## config.mk

```make
export PLATFORM = sky130hd
export DESIGN_NAME = coms_top
export DESIGN_NICKNAME = d
export VERILOG_FILES = /design/src/common/coms_pkg.sv /design/src/common/tx_cmd_if.sv /design/src/common/link_if.sv /design/src/hw/uart/uart_tx.sv /design/src/hw/uart/uart_rx.sv /design/src/hw/poll_scheduler.sv /design/src/hw/frame_sender.sv /design/src/hw/status_receiver.sv /design/src/hw/coms_top.sv
export SDC_FILE = /design/constraint.sdc
export NUM_CORES = 2
export LEC_CHECK = 0
export ABC_CLOCK_PERIOD_IN_PS = 29500
export BUFFER_PORTS_ARGS = -buffer_cell sky130_fd_sc_hd__buf_2
export CAP_MARGIN = 20
export CORE_MARGIN = 1
export CORE_UTILIZATION = 45
export DETAILED_ROUTE_END_ITERATION = 6
export PLACE_DENSITY_LB_ADDON = 0.12
export SLEW_MARGIN = 25
export SYNTH_ARGS = -nofsm -noshare
export SYNTH_HDL_FRONTEND = slang
export SYNTH_SLANG_ARGS = --single-unit
```

## constraint.sdc

```tcl
create_clock -name clk -period 29.5 [get_ports clk]
set_clock_uncertainty 0.1 [all_clocks]
set_input_delay 7.375 -clock clk [delete_from_list [all_inputs] [get_ports clk]]
set_output_delay 7.375 -clock clk [all_outputs]
set_load 0.03 [all_outputs]
```

## src/common/coms_pkg.sv

```systemverilog
package coms_pkg;

	//////////////////////////////////////////////////////////////////////
	// link dimensions and uart timing
	//////////////////////////////////////////////////////////////////////

	localparam int NUM_MOTORS   = 4;
	localparam int CLKS_PER_BIT = 16;
	localparam int BIT_CNT_W    = $clog2(CLKS_PER_BIT);

	// frame magic numbers, sent msb first
	localparam int          MAGIC_LEN      = 4;
	localparam logic [31:0] REQUEST_MAGIC  = 32'h1CE1_CEBB;
	localparam logic [31:0] STATUS_MAGIC   = 32'h1CEB_00DA;
	localparam logic [31:0] SETPOINT_MAGIC = 32'hD0D0_D0D0;

	// frame lengths in bytes, magic and crc included
	localparam int REQUEST_LEN     = 7;
	localparam int SETPOINT_LEN    = 11;
	localparam int STATUS_LEN      = 23;
	localparam int STATUS_BODY_LEN = STATUS_LEN - MAGIC_LEN;

	// one full status frame plus eight byte times of slack for the turnaround
	localparam int REPLY_WINDOW = (STATUS_LEN + 8) * 10 * CLKS_PER_BIT;
	localparam int REPLY_CNT_W  = $clog2(REPLY_WINDOW);

	typedef logic [1:0] motor_id_t;

	typedef enum logic {
		FRAME_REQUEST,
		FRAME_SETPOINT
	} frame_kind_t;

	localparam logic [31:0] ERR_NONE    = 32'h0000_0000;
	localparam logic [31:0] ERR_CRC     = 32'hBAAD_C0DE;
	localparam logic [31:0] ERR_TIMEOUT = 32'hDEAD_BEAF;

	//////////////////////////////////////////////////////////////////////
	// crc-16, poly x^16+x^15+x^2+1, data msb enters first
	//////////////////////////////////////////////////////////////////////

	function automatic logic [15:0] crc16_update(input logic [15:0] crc, input logic [7:0] data);
		logic [15:0] c;
		logic fb;
		c = crc;
		for (int i = 7; i >= 0; i--) begin
			fb = c[15] ^ data[i];
			c = {c[14:0], 1'b0};
			if (fb) begin
				c = c ^ 16'h8005;
			end
		end
		return c;
	endfunction

endpackage

```

## src/common/tx_cmd_if.sv

```systemverilog
`timescale 1ns/1ps

interface tx_cmd_if import coms_pkg::*; ();

	logic               start;
	frame_kind_t        kind;
	motor_id_t          motor;
	logic signed [31:0] setpoint;
	logic               busy;

	// start is a single-cycle strobe, only while busy is low
	modport scheduler (output start, output kind, output motor, output setpoint, input busy);

	modport sender (input start, input kind, input motor, input setpoint, output busy);

endinterface

```

## src/common/link_if.sv

```systemverilog
`timescale 1ns/1ps

interface link_if import coms_pkg::*; ();

	logic      window_open;
	motor_id_t motor;

	// pulse pair, high together for one cycle when telemetry is written
	logic      frame_ok;
	logic      setpoint_mismatch;

	modport scheduler (output window_open, output motor, input frame_ok, input setpoint_mismatch);

	modport receiver (input window_open, input motor, output frame_ok, output setpoint_mismatch);

endinterface

```

## src/hw/uart/uart_tx.sv

```systemverilog
`timescale 1ns/1ps

module uart_tx import coms_pkg::*; (
	input  logic clk,
	input  logic reset,
	input  logic start,
	input  byte  data,
	output logic busy,
	output logic tx,
	output logic tx_enable
);

	logic [9:0]           shreg;
	logic [BIT_CNT_W-1:0] clk_cnt;
	logic [3:0]           bit_cnt;
	logic                 bit_end;

	assign bit_end = (clk_cnt == BIT_CNT_W'(CLKS_PER_BIT - 1));

	always_ff @(posedge clk or posedge reset) begin
		if (reset) begin
			busy    <= 1'b0;
			clk_cnt <= '0;
			bit_cnt <= '0;
		end else if (!busy) begin
			if (start) begin
				busy    <= 1'b1;
				clk_cnt <= '0;
				bit_cnt <= '0;
			end
		end else if (bit_end) begin
			clk_cnt <= '0;
			// bit 9 is the stop bit
			if (bit_cnt == 4'd9) begin
				busy <= 1'b0;
			end else begin
				bit_cnt <= bit_cnt + 4'd1;
			end
		end else begin
			clk_cnt <= clk_cnt + BIT_CNT_W'(1);
		end
	end

	// stop, data lsb first, start
	always_ff @(posedge clk) begin
		if (!busy && start) begin
			shreg <= {1'b1, data, 1'b0};
		end else if (busy && bit_end) begin
			shreg <= {1'b1, shreg[9:1]};
		end
	end

	assign tx        = busy ? shreg[0] : 1'b1;
	assign tx_enable = busy;

endmodule

```

## src/hw/uart/uart_rx.sv

```systemverilog
`timescale 1ns/1ps

module uart_rx import coms_pkg::*; (
	input  logic clk,
	input  logic reset,
	input  logic rx,
	output logic valid,
	output byte  data
);

	typedef enum logic [1:0] {
		RX_IDLE,
		RX_START,
		RX_DATA,
		RX_STOP
	} rx_state_t;

	rx_state_t            state;
	logic [1:0]           sync;
	logic                 rx_s;
	logic [BIT_CNT_W-1:0] clk_cnt;
	logic [2:0]           bit_cnt;
	logic [7:0]           shreg;
	logic                 bit_end;

	assign rx_s    = sync[1];
	assign bit_end = (clk_cnt == BIT_CNT_W'(CLKS_PER_BIT - 1));

	always_ff @(posedge clk or posedge reset) begin
		if (reset) begin
			sync    <= 2'b11;
			state   <= RX_IDLE;
			clk_cnt <= '0;
			bit_cnt <= '0;
			valid   <= 1'b0;
		end else begin
			sync  <= {sync[0], rx};
			valid <= 1'b0;
			case (state)
				RX_IDLE: begin
					if (!rx_s) begin
						state   <= RX_START;
						clk_cnt <= '0;
					end
				end
				RX_START: begin
					// half a bit in, the line must still be low
					if (clk_cnt == BIT_CNT_W'(CLKS_PER_BIT / 2 - 1)) begin
						clk_cnt <= '0;
						bit_cnt <= '0;
						state   <= rx_s ? RX_IDLE : RX_DATA;
					end else begin
						clk_cnt <= clk_cnt + BIT_CNT_W'(1);
					end
				end
				RX_DATA: begin
					if (bit_end) begin
						clk_cnt <= '0;
						bit_cnt <= bit_cnt + 3'd1;
						if (bit_cnt == 3'd7) begin
							state <= RX_STOP;
						end
					end else begin
						clk_cnt <= clk_cnt + BIT_CNT_W'(1);
					end
				end
				default: begin
					// mid stop bit, a low line here is a framing error
					if (bit_end) begin
						state <= RX_IDLE;
						valid <= rx_s;
					end else begin
						clk_cnt <= clk_cnt + BIT_CNT_W'(1);
					end
				end
			endcase
		end
	end

	always_ff @(posedge clk) begin
		if (state == RX_DATA && bit_end) begin
			shreg <= {rx_s, shreg[7:1]};
		end
	end

	assign data = shreg;

endmodule

```

## src/hw/poll_scheduler.sv

```systemverilog
`timescale 1ns/1ps

module poll_scheduler import coms_pkg::*; (
	input  logic               clk,
	input  logic               reset,
	input  logic [31:0]        poll_period,
	input  logic signed [31:0] setpoint [NUM_MOTORS],
	tx_cmd_if.scheduler        cmd,
	link_if.scheduler          link
);

	typedef enum logic [1:0] {
		S_IDLE,
		S_REQUEST,
		S_WINDOW,
		S_SETPOINT
	} sched_state_t;

	sched_state_t           state;
	logic [31:0]            timer;
	logic [REPLY_CNT_W-1:0] win_cnt;
	motor_id_t              motor_r;
	motor_id_t              next_motor;
	logic                   pending;
	logic                   sp_due;
	logic                   issue_req;
	logic                   issue_sp;

	// a mismatch may land on the last window cycle, so look at the live pulse too
	assign sp_due    = pending || (link.frame_ok && link.setpoint_mismatch);
	assign issue_req = (state == S_IDLE) && (timer == '0);
	assign issue_sp  = (state == S_WINDOW) && (win_cnt == '0) && sp_due;

	assign cmd.start    = issue_req || issue_sp;
	assign cmd.kind     = issue_sp ? FRAME_SETPOINT : FRAME_REQUEST;
	assign cmd.motor    = issue_sp ? motor_r : next_motor;
	assign cmd.setpoint = setpoint[motor_r];

	assign link.window_open = (state == S_WINDOW);
	assign link.motor       = motor_r;

	always_ff @(posedge clk or posedge reset) begin
		if (reset) begin
			state      <= S_IDLE;
			timer      <= '0;
			win_cnt    <= '0;
			motor_r    <= '0;
			next_motor <= '0;
			pending    <= 1'b0;
		end else begin
			if (timer != '0) begin
				timer <= timer - 32'd1;
			end
			case (state)
				S_IDLE: begin
					if (issue_req) begin
						timer      <= (poll_period == '0) ? '0 : poll_period - 32'd1;
						motor_r    <= next_motor;
						next_motor <= (next_motor == motor_id_t'(NUM_MOTORS - 1)) ?
							'0 : next_motor + motor_id_t'(1);
						pending    <= 1'b0;
						state      <= S_REQUEST;
					end
				end
				S_REQUEST: begin
					if (!cmd.busy) begin
						win_cnt <= REPLY_CNT_W'(REPLY_WINDOW - 1);
						state   <= S_WINDOW;
					end
				end
				S_WINDOW: begin
					if (link.frame_ok && link.setpoint_mismatch) begin
						pending <= 1'b1;
					end
					if (win_cnt == '0) begin
						pending <= 1'b0;
						state   <= sp_due ? S_SETPOINT : S_IDLE;
					end else begin
						win_cnt <= win_cnt - REPLY_CNT_W'(1);
					end
				end
				default: begin
					if (!cmd.busy) begin
						state <= S_IDLE;
					end
				end
			endcase
		end
	end

endmodule

```

## src/hw/frame_sender.sv

```systemverilog
`timescale 1ns/1ps

module frame_sender import coms_pkg::*; (
	input  logic     clk,
	input  logic     reset,
	tx_cmd_if.sender cmd,
	output logic     tx,
	output logic     tx_enable
);

	frame_kind_t        kind_r;
	motor_id_t          motor_r;
	logic signed [31:0] setpoint_r;
	logic [31:0]        magic;
	logic [3:0]         len;
	logic [3:0]         idx;
	logic [3:0]         sp_sel;
	logic [15:0]        crc;
	logic               busy_r;
	logic               last_r;
	logic               uart_start;
	logic               uart_busy;
	byte                tx_byte;

	assign magic = (kind_r == FRAME_SETPOINT) ? SETPOINT_MAGIC : REQUEST_MAGIC;
	assign len   = (kind_r == FRAME_SETPOINT) ? 4'(SETPOINT_LEN) : 4'(REQUEST_LEN);

	// setpoint bytes sit at 5..8, the low two bits of idx-1 give 0..3
	assign sp_sel = idx - 4'd1;

	always_comb begin
		if (idx < 4'(MAGIC_LEN)) begin
			tx_byte = magic[{~idx[1:0], 3'b000} +: 8];
		end else if (idx == len - 4'd2) begin
			tx_byte = crc[15:8];
		end else if (idx == len - 4'd1) begin
			tx_byte = crc[7:0];
		end else if (idx == 4'(MAGIC_LEN)) begin
			tx_byte = {6'b0, motor_r};
		end else begin
			tx_byte = setpoint_r[{~sp_sel[1:0], 3'b000} +: 8];
		end
	end

	// next byte goes out on the first idle cycle of the serializer
	assign uart_start = busy_r && !uart_busy && !last_r;

	always_ff @(posedge clk) begin
		if (cmd.start) begin
			kind_r     <= cmd.kind;
			motor_r    <= cmd.motor;
			setpoint_r <= cmd.setpoint;
		end
	end

	always_ff @(posedge clk or posedge reset) begin
		if (reset) begin
			busy_r <= 1'b0;
			last_r <= 1'b0;
			idx    <= '0;
			crc    <= 16'hFFFF;
		end else if (cmd.start) begin
			busy_r <= 1'b1;
			last_r <= 1'b0;
			idx    <= '0;
			crc    <= 16'hFFFF;
		end else if (uart_start) begin
			idx <= idx + 4'd1;
			if (idx >= 4'(MAGIC_LEN) && idx < len - 4'd2) begin
				crc <= crc16_update(crc, tx_byte);
			end
			if (idx == len - 4'd1) begin
				last_r <= 1'b1;
			end
		end else if (last_r && !uart_busy) begin
			busy_r <= 1'b0;
			last_r <= 1'b0;
		end
	end

	assign cmd.busy = busy_r;

	uart_tx i_uart_tx (
		.clk       (clk),
		.reset     (reset),
		.start     (uart_start),
		.data      (tx_byte),
		.busy      (uart_busy),
		.tx        (tx),
		.tx_enable (tx_enable)
	);

endmodule

```

## src/hw/status_receiver.sv

```systemverilog
`timescale 1ns/1ps

module status_receiver import coms_pkg::*; (
	input  logic               clk,
	input  logic               reset,
	input  logic               rx,
	input  logic signed [31:0] setpoint [NUM_MOTORS],
	link_if.receiver           link,
	output logic signed [31:0] position [NUM_MOTORS],
	output logic signed [31:0] velocity [NUM_MOTORS],
	output logic signed [31:0] pwm [NUM_MOTORS],
	output logic [31:0]        error_code [NUM_MOTORS]
);

	logic                         rx_valid;
	byte                          rx_data;
	logic                         window_prev;
	logic                         window_fall;
	logic [31:0]                  magic_sr;
	logic                         capturing;
	logic [4:0]                   byte_cnt;
	logic                         check;
	logic                         frame_seen;
	logic [15:0]                  crc;
	logic [8*STATUS_BODY_LEN-1:0] body;
	logic                         good;

	//////////////////////////////////////////////////////////////////////
	// body layout after the magic: id, position, velocity, pwm,
	// setpoint_actual, crc hi, crc lo
	//////////////////////////////////////////////////////////////////////

	assign good = (body[15:0] == crc) && (body[151:144] == {6'b0, link.motor});

	assign window_fall = window_prev && !link.window_open;

	always_ff @(posedge clk) begin
		if (rx_valid && link.window_open && capturing) begin
			body <= {body[8*STATUS_BODY_LEN-9:0], rx_data};
		end
	end

	always_ff @(posedge clk or posedge reset) begin
		if (reset) begin
			window_prev            <= 1'b0;
			magic_sr               <= '0;
			capturing              <= 1'b0;
			byte_cnt               <= '0;
			check                  <= 1'b0;
			frame_seen             <= 1'b0;
			crc                    <= 16'hFFFF;
			link.frame_ok          <= 1'b0;
			link.setpoint_mismatch <= 1'b0;
			for (int i = 0; i < NUM_MOTORS; i++) begin
				position[i]   <= '0;
				velocity[i]   <= '0;
				pwm[i]        <= '0;
				error_code[i] <= '0;
			end
		end else begin
			window_prev            <= link.window_open;
			check                  <= 1'b0;
			link.frame_ok          <= 1'b0;
			link.setpoint_mismatch <= 1'b0;

			if (rx_valid && link.window_open) begin
				if (capturing) begin
					byte_cnt <= byte_cnt + 5'd1;
					// the two trailing crc bytes stay out of the checksum
					if (byte_cnt < 5'(STATUS_BODY_LEN - 2)) begin
						crc <= crc16_update(crc, rx_data);
					end
					if (byte_cnt == 5'(STATUS_BODY_LEN - 1)) begin
						capturing <= 1'b0;
						check     <= 1'b1;
					end
				end else if ({magic_sr[23:0], rx_data} == STATUS_MAGIC) begin
					capturing <= 1'b1;
					byte_cnt  <= '0;
					crc       <= 16'hFFFF;
					magic_sr  <= '0;
				end else begin
					magic_sr <= {magic_sr[23:0], rx_data};
				end
			end

			if (check) begin
				frame_seen <= 1'b1;
				if (good) begin
					position[link.motor]   <= body[143:112];
					velocity[link.motor]   <= body[111:80];
					pwm[link.motor]        <= body[79:48];
					error_code[link.motor] <= ERR_NONE;
					link.frame_ok          <= 1'b1;
					link.setpoint_mismatch <= (body[47:16] != setpoint[link.motor]);
				end else begin
					error_code[link.motor] <= ERR_CRC;
				end
			end

			// window closed, drop any partial frame
			if (window_fall) begin
				capturing  <= 1'b0;
				magic_sr   <= '0;
				frame_seen <= 1'b0;
				check      <= 1'b0;
				if (!frame_seen && !check) begin
					error_code[link.motor] <= ERR_TIMEOUT;
				end
			end
		end
	end

	uart_rx i_uart_rx (
		.clk   (clk),
		.reset (reset),
		.rx    (rx),
		.valid (rx_valid),
		.data  (rx_data)
	);

endmodule

```

## src/hw/coms_top.sv

```systemverilog
`timescale 1ns/1ps

module coms_top import coms_pkg::*; (
	input  logic               clk,
	input  logic               reset,
	input  logic               rx_i,
	output logic               tx_o,
	output logic               tx_enable,
	input  logic [31:0]        poll_period,
	input  logic signed [31:0] setpoint [NUM_MOTORS],
	output logic signed [31:0] position [NUM_MOTORS],
	output logic signed [31:0] velocity [NUM_MOTORS],
	output logic signed [31:0] pwm [NUM_MOTORS],
	output logic [31:0]        error_code [NUM_MOTORS]
);

	tx_cmd_if i_cmd_if ();
	link_if   i_link_if ();

	poll_scheduler i_poll_scheduler (
		.clk         (clk),
		.reset       (reset),
		.poll_period (poll_period),
		.setpoint    (setpoint),
		.cmd         (i_cmd_if.scheduler),
		.link        (i_link_if.scheduler)
	);

	frame_sender i_frame_sender (
		.clk       (clk),
		.reset     (reset),
		.cmd       (i_cmd_if.sender),
		.tx        (tx_o),
		.tx_enable (tx_enable)
	);

	status_receiver i_status_receiver (
		.clk        (clk),
		.reset      (reset),
		.rx         (rx_i),
		.setpoint   (setpoint),
		.link       (i_link_if.receiver),
		.position   (position),
		.velocity   (velocity),
		.pwm        (pwm),
		.error_code (error_code)
	);

endmodule

```

### Word level (Yosys, flattened, before mapping)

Index checks and enable logic that the tools add are counted.
Widths: inputs -> output; s select.

| operators by class | value |
|---|---|
| add/sub/neg operators | 13 |
| order comparisons | 6 |
| equal/unequal tests | 35 |
| shift operators | 2 |
| muxes and demuxes | 161 |
| bitwise logic cells | 43 |
| reductions and logical operators | 59 |

Operators by type and width:

| kind | number |
|---|---|
| $mux 16 | 64 |
| $mux 128 | 4 |
| $bwmux 128 | 3 |
| $mux 32 | 8 |
| $and 128x128->128 | 1 |
| $not 128->128 | 1 |
| $mux 24 | 4 |
| $or 92x92->92 | 1 |
| $or 72x72->72 | 1 |
| $bmux 32 s2 | 1 |
| $demux 32 s2 | 1 |
| $logic_not 32->1 | 2 |
| $shiftx 32x6->8 | 2 |
| $sub 32x1->32 const B | 2 |
| $and 56x56->56 | 1 |
| $not 56->56 | 1 |
| $mux 4 | 13 |
| $not 3->3 | 16 |
| $and 36x36->36 | 1 |
| $not 36->36 | 1 |
| $eq 32x29->1 const B | 1 |
| $mux 1 | 32 |
| $mux 8 | 4 |
| $ne 32x32->1 | 1 |
| other kinds (54) | 153 |

| storage, ports and cells | value |
|---|---|
| bits in registers | 862 |
| bits of input ports | 163 |
| output and inout bits | 514 |
| word-level logic and storage cells | 369 |

### Logic depth before layout (Yosys ltp)

| logic depth | value |
|---|---|
| depth in word-level cells | 47 |
| gate-level depth with buffers | 15 |

### Cells and area by module

A second synthesis with hierarchy kept.

| second synthesis, totals | value |
|---|---|
| cells, all modules | 2468 |
| area total of the unflattened synthesis | 36072.1 um^2 |

By module, submodules not included:

| module | instances | cells an instance | area an instance (um^2) | sequential area each (um^2) |
|---|---|---|---|---|
| status_receiver | 1 | 1667 | 27098.5 | 18672.9 |
| poll_scheduler | 1 | 423 | 4194.0 | 1301.2 |
| frame_sender | 1 | 225 | 2987.9 | 1621.6 |
| uart_rx | 1 | 77 | 913.4 | 543.0 |
| uart_tx | 1 | 76 | 878.3 | 485.5 |

### Least setup slack after synthesis

Ideal clock, no wire load.

| timing path | value |
|---|---|
| path type | in2reg |
| start point | input port poll_period[16] |
| end point | register i_poll_scheduler.timer[31] |
| arrival | 9544 ps |
| required time | 29275 ps |
| path slack | 19732 ps |
| stages on the path | 8 |
| path buffers | 0 |
| cells stage by stage | or4_1 or3_1 nor3_1 nand3_1 nor4_1 mux2i_1 o21ai_1 mux2_2 |

| between the ends | value |
|---|---|
| word-level cells in the longest chain between the ends | 4 |
| elaborated cells between the ends (all ways) | 5 |
| those cells by class | add/sub: 1; mux: 3; reduce/logical: 1 |

Ends and longest elaborated chain:

| what | line | text |
|---|---|---|
| from (decl) | coms_top.sv:9 | `input logic [31:0] poll_period,` |
| $sub 32x1->32 or $logic_not 32->1 (tied branches) | poll_scheduler.sv:57 | `timer <= (poll_period == '0) ? '0 : poll_period - 32'd1;` |
| $mux 32 (*) | poll_scheduler.sv:57 |  |
| $mux 32 (*) | poll_scheduler.sv:56 | `if (issue_req) begin` |
| $mux 32 (*) | poll_scheduler.sv:54 | `case (state)` |
| to (signal assigned) | poll_scheduler.sv:52 | `timer <= timer - 32'd1;` |
| to (signal assigned) | poll_scheduler.sv:57 |  |
| to (decl) | poll_scheduler.sv:20 | `logic [31:0] timer;` |

Every way passes the cells marked *; elsewhere a longest branch is shown, timed or not.
A chain may end at the register's enable or synchronous reset.

### Final worst setup path

| timing path | value |
|---|---|
| start point | input port poll_period[16] |
| end point | register i_poll_scheduler.timer[7] |

| between the ends | value |
|---|---|
| word-level cells in the longest chain between the ends | 4 |

Ends and longest elaborated chain:

| what | line |
|---|---|
| $logic_not 32->1 | poll_scheduler.sv:57 |
| $mux 32 | poll_scheduler.sv:57 |
| $mux 32 | poll_scheduler.sv:56 |
| $mux 32 | poll_scheduler.sv:54 |

Every way passes these cells.

==> run summary <==
Netlist cell types: 82
Post-Syn Nets: 3240
Cell Area, Synth: 34800 µm²
first-pass GRT wire length: 154 mm
floorplan row count: 101
CTS tree: yes
post-synthesis xor/xnor area fraction: 4.09%
Slew Limit Headroom: 30.6%
Setup Fix Bufs, Post-CTS: 0
hold-fix buffers at CTS: 0
die area: 78500 µm²
cells after synthesis: 3055
final hold slack: 0.251 ns
dpl ws: 19.02 ns
total negative setup slack: 0 ns
Worst Path Buf+Inv: 1
mux contribution to synthesized area: 6.15%
Die Y: 280 µm
maximum clock insertion buffer count: 3
Clock Latency Late Sink: 0.65 ns
Initial Util: 45.6%
met2 WL: 46.8 mm
Clk pin slew, worst setup/hold paths: 0.06 ns
Worst VDD drop: 0.0530 mV
CP top delay family: simple AND/OR/NAND/NOR gates
wire length per cell: 21.3 µm
Placed Area: 39200 µm²
Layout area overhead: 21.3%
IO Count: 677
largest net degree at the start of global routing: 169
part of the cycle the worst path needs: 33.4%
RSZ-0062 raised after global routing: no
CTS Buf Count: 92
Synth Flop Type: dfrtp_1
Setup crit end kind: register
Critical Path RT: 29.92 ns
initial antenna violation count: 2
Tmin final: 9.86 ns
Highest Signal Layer: met5
PD cells: 57.8 nW/µm²
Antenna Nets Post-Route: 0
Remaining DRCs: 0
CP Class: in -> reg
measured slew at the worst slew-check pin: 1.04 ns
cell mode on critical path: nand2_1
drt pass-1 iters: 5
share of cells above drive strength 1: 27.8%
EDFF count, synth: 203
Chip Width: 280 µm
GRT Resource Usage Total: 25.9%
R2R cell count: 8
Synth Area in Simple Gates: 17.0%
antenna cells: 0
cells along the critical path: buf_2 > or4_1 > nor4_1 > nand3b_1 > nor4_2 > nand2_1 > nand2_1 > nor2_1 > a21oi_1 > o21ai_0
H-tree depth: 3
routed vias: 25000
Fin. Hold Viols: 0
first-iteration detailed-routing DRC count: 1836
CP peak stage delay: 0.59 ns
CP max stage cell: or4_1
CP Launch Type: input port
largest family of logic cells by synthesized area: simple AND/OR/NAND/NOR gates
M1 WL: 44.2 mm
number of gates resized after cts: 0
grt ovf: 0
met3 WL: 6.97 mm
Min-Delay Path Depth: 0
Leakage: 21.5 nW
vias per inst: 5.20
Filler cells: 6762
dpl hpwl: 69.7 mm
critical path data arrival time: 10.28 ns
NumNets Final: 3891
clk sinks: 862
Final setup viols: 0
vias in the first global route: 24300
asr flop ratio synth: 76.3%
Core ar.: 76300 µm²
setup ws final: 19.64 ns
GP Congestion: 0.839
Final Slew Violations: 0
WP depth: 10
register area share after synthesis: 64.9%
Clock Tree Root: clkbuf_16
port buffer count: 676
FMAX: 101 MHz
Seq cells post-synth: 862
Hold Crit Class: reg -> reg
CP max FO: 20
Total Wirelength: 102 mm
mean post-synth cell area: 11.4 µm²
Synth Area in Compound Gates: 5.06%
Ys Warns: 0
post-synthesis adder-cell area fraction: 0.790%
most frequent cells in the layout: nand2_1 (1043), buf_2 (676), dfrtp_1 (622)
most common cell after layout, fill and taps aside: nand2_1
cell area after layout: 42300 µm²
# Max-Cap Violations: 0
status: completed
worst reg2reg max path, cell delays in order (launching register included):
cell and delay, ns:
dfrtp_1 0.62, nor4b_2 0.65, nand2_1 0.14, nor4_2 0.16, buf_4 0.25, and3_4 0.70, buf_4 0.90, nor2b_1 0.37
o21a_1 0.18
per-stage QoR:
| step | instances | power [mW] | utilization (%) |
|---|---|---|---|
| finish | 4815 | 2.44 | 55.4 |
| global route | 4815 | 2.52 | 55.4 |
| CTS | 4815 | 2.47 | 55.3 |
| detailed placement | 4642 | 1.33 | 51.4 |
| global placement | 4642 | 1.33 | 51.4 |
| floorplan | 3055 | 1.30 | - |
report_power, final:
group,switching [mW],internal (mW),leakage (nW)
logic,0.0405,0.0275,9.29
registers,0.0117,1.23,10.7
clock network,0.487,0.652,1.47
cell usage after synthesis (all sizes together) (5+ instances only):
| cell type | number | area [µm²] |
|---|---|---|
| xnor2 | 103 | 925 |
| a21oi | 28 | 144 |
| nor3 | 29 | 150 |
| xor2 | 51 | 454 |
| nor2 | 152 | 573 |
| a22oi | 6 | 58.8 |
| or3 | 7 | 43.8 |
| clkbuf | 125 | 470 |
| nor4 | 25 | 163 |
| o21ai | 125 | 629 |
| nor2b | 10 | 62.6 |
| nand3 | 28 | 150 |
| nand3b | 7 | 56.3 |
| a22o | 30 | 263 |
| o21a | 7 | 52.6 |
| mux2i | 9 | 103 |
| nand2b | 10 | 62.6 |
| and3 | 28 | 175 |
| dfstp | 34 | 893 |
| ha | 22 | 275 |
| nand4 | 29 | 181 |
| o22a | 15 | 131 |
| nand4b | 5 | 43.8 |
| mux2 | 101 | 1140 |
| mux4 | 40 | 901 |
| or4 | 10 | 75.1 |
| and2 | 15 | 93.8 |
| a31oi | 10 | 62.6 |
| o31ai | 5 | 37.5 |
| inv | 24 | 90.1 |
| dfrtp | 624 | 15600 |
| o211ai | 10 | 75.1 |
| o22ai | 5 | 31.3 |
| buf | 22 | 124 |
| nand2 | 1046 | 3930 |
| a21o | 6 | 45.0 |
| edfxtp | 203 | 6100 |
worst paths after layout:
path	from	endpoint	slack, ns
worst max register to register	i_status_receiver.check	i_status_receiver.error_code[29]	25.31
worst min register to register	i_status_receiver.i_uart_rx.sync[0]	i_status_receiver.i_uart_rx.sync[1]	0.25
max in group asynchronous	reset	i_poll_scheduler.link.motor[0]	20.27
worst max-delay path	poll_period[16]	i_poll_scheduler.timer[7]	19.64
min in group asynchronous	reset	i_status_receiver.error_code[68]	6.77
worst min-delay path	i_status_receiver.i_uart_rx.sync[0]	i_status_receiver.i_uart_rx.sync[1]	0.25
cell type report:
class | count | area [µm²] | share of cell area [%]
sequential | 862 | 22600 | 53.5
tap | 1030 | 1290 | 3.05
multi-input combinational | 2021 | 11600 | 27.5
timing repair buffer | 704 | 3630 | 8.59
clock inverter | 43 | 373 | 0.882
clock buffer | 130 | 2630 | 6.22
inverter | 25 | 106 | 0.252
state kept, by name, summed over array words and instances (netlist names), 5 cells and up:
| name | cells |
|---|---|
| i_status_receiver.position | 128 |
| i_status_receiver.error_code | 128 |
| i_poll_scheduler.win_cnt | 13 |
| i_poll_scheduler.timer | 32 |
| i_status_receiver.i_uart_rx.data | 8 |
| i_status_receiver.body | 152 |
| i_status_receiver.byte_cnt | 5 |
| i_status_receiver.magic_sr | 24 |
| i_frame_sender.i_uart_tx.shreg | 9 |
| i_status_receiver.velocity | 128 |
| i_frame_sender.setpoint_r | 32 |
| i_status_receiver.pwm | 128 |
| i_frame_sender.crc | 16 |
| i_status_receiver.crc | 16 |
cell families after synthesis:
| logic type | Yosys count |
|---|---|
| adders and majority gates | 22 |
| and+or+nand+nor | 1420 |
| DFF | 862 |
| muxes | 150 |
| xor gates and xnor gates | 156 |
| AOI/OAI and AO/OA | 273 |
| buffers and inverters | 172 |
per-layer routing:
layer | up-vias | track usage (%)
met5 | - | 0
li1 | 11600 | -
met4 | 2 | 10.4
met1 | 12400 | 35.3
met2 | 803 | 40.1
met3 | 176 | 6.02
Power figures use the tool's default switching activity.
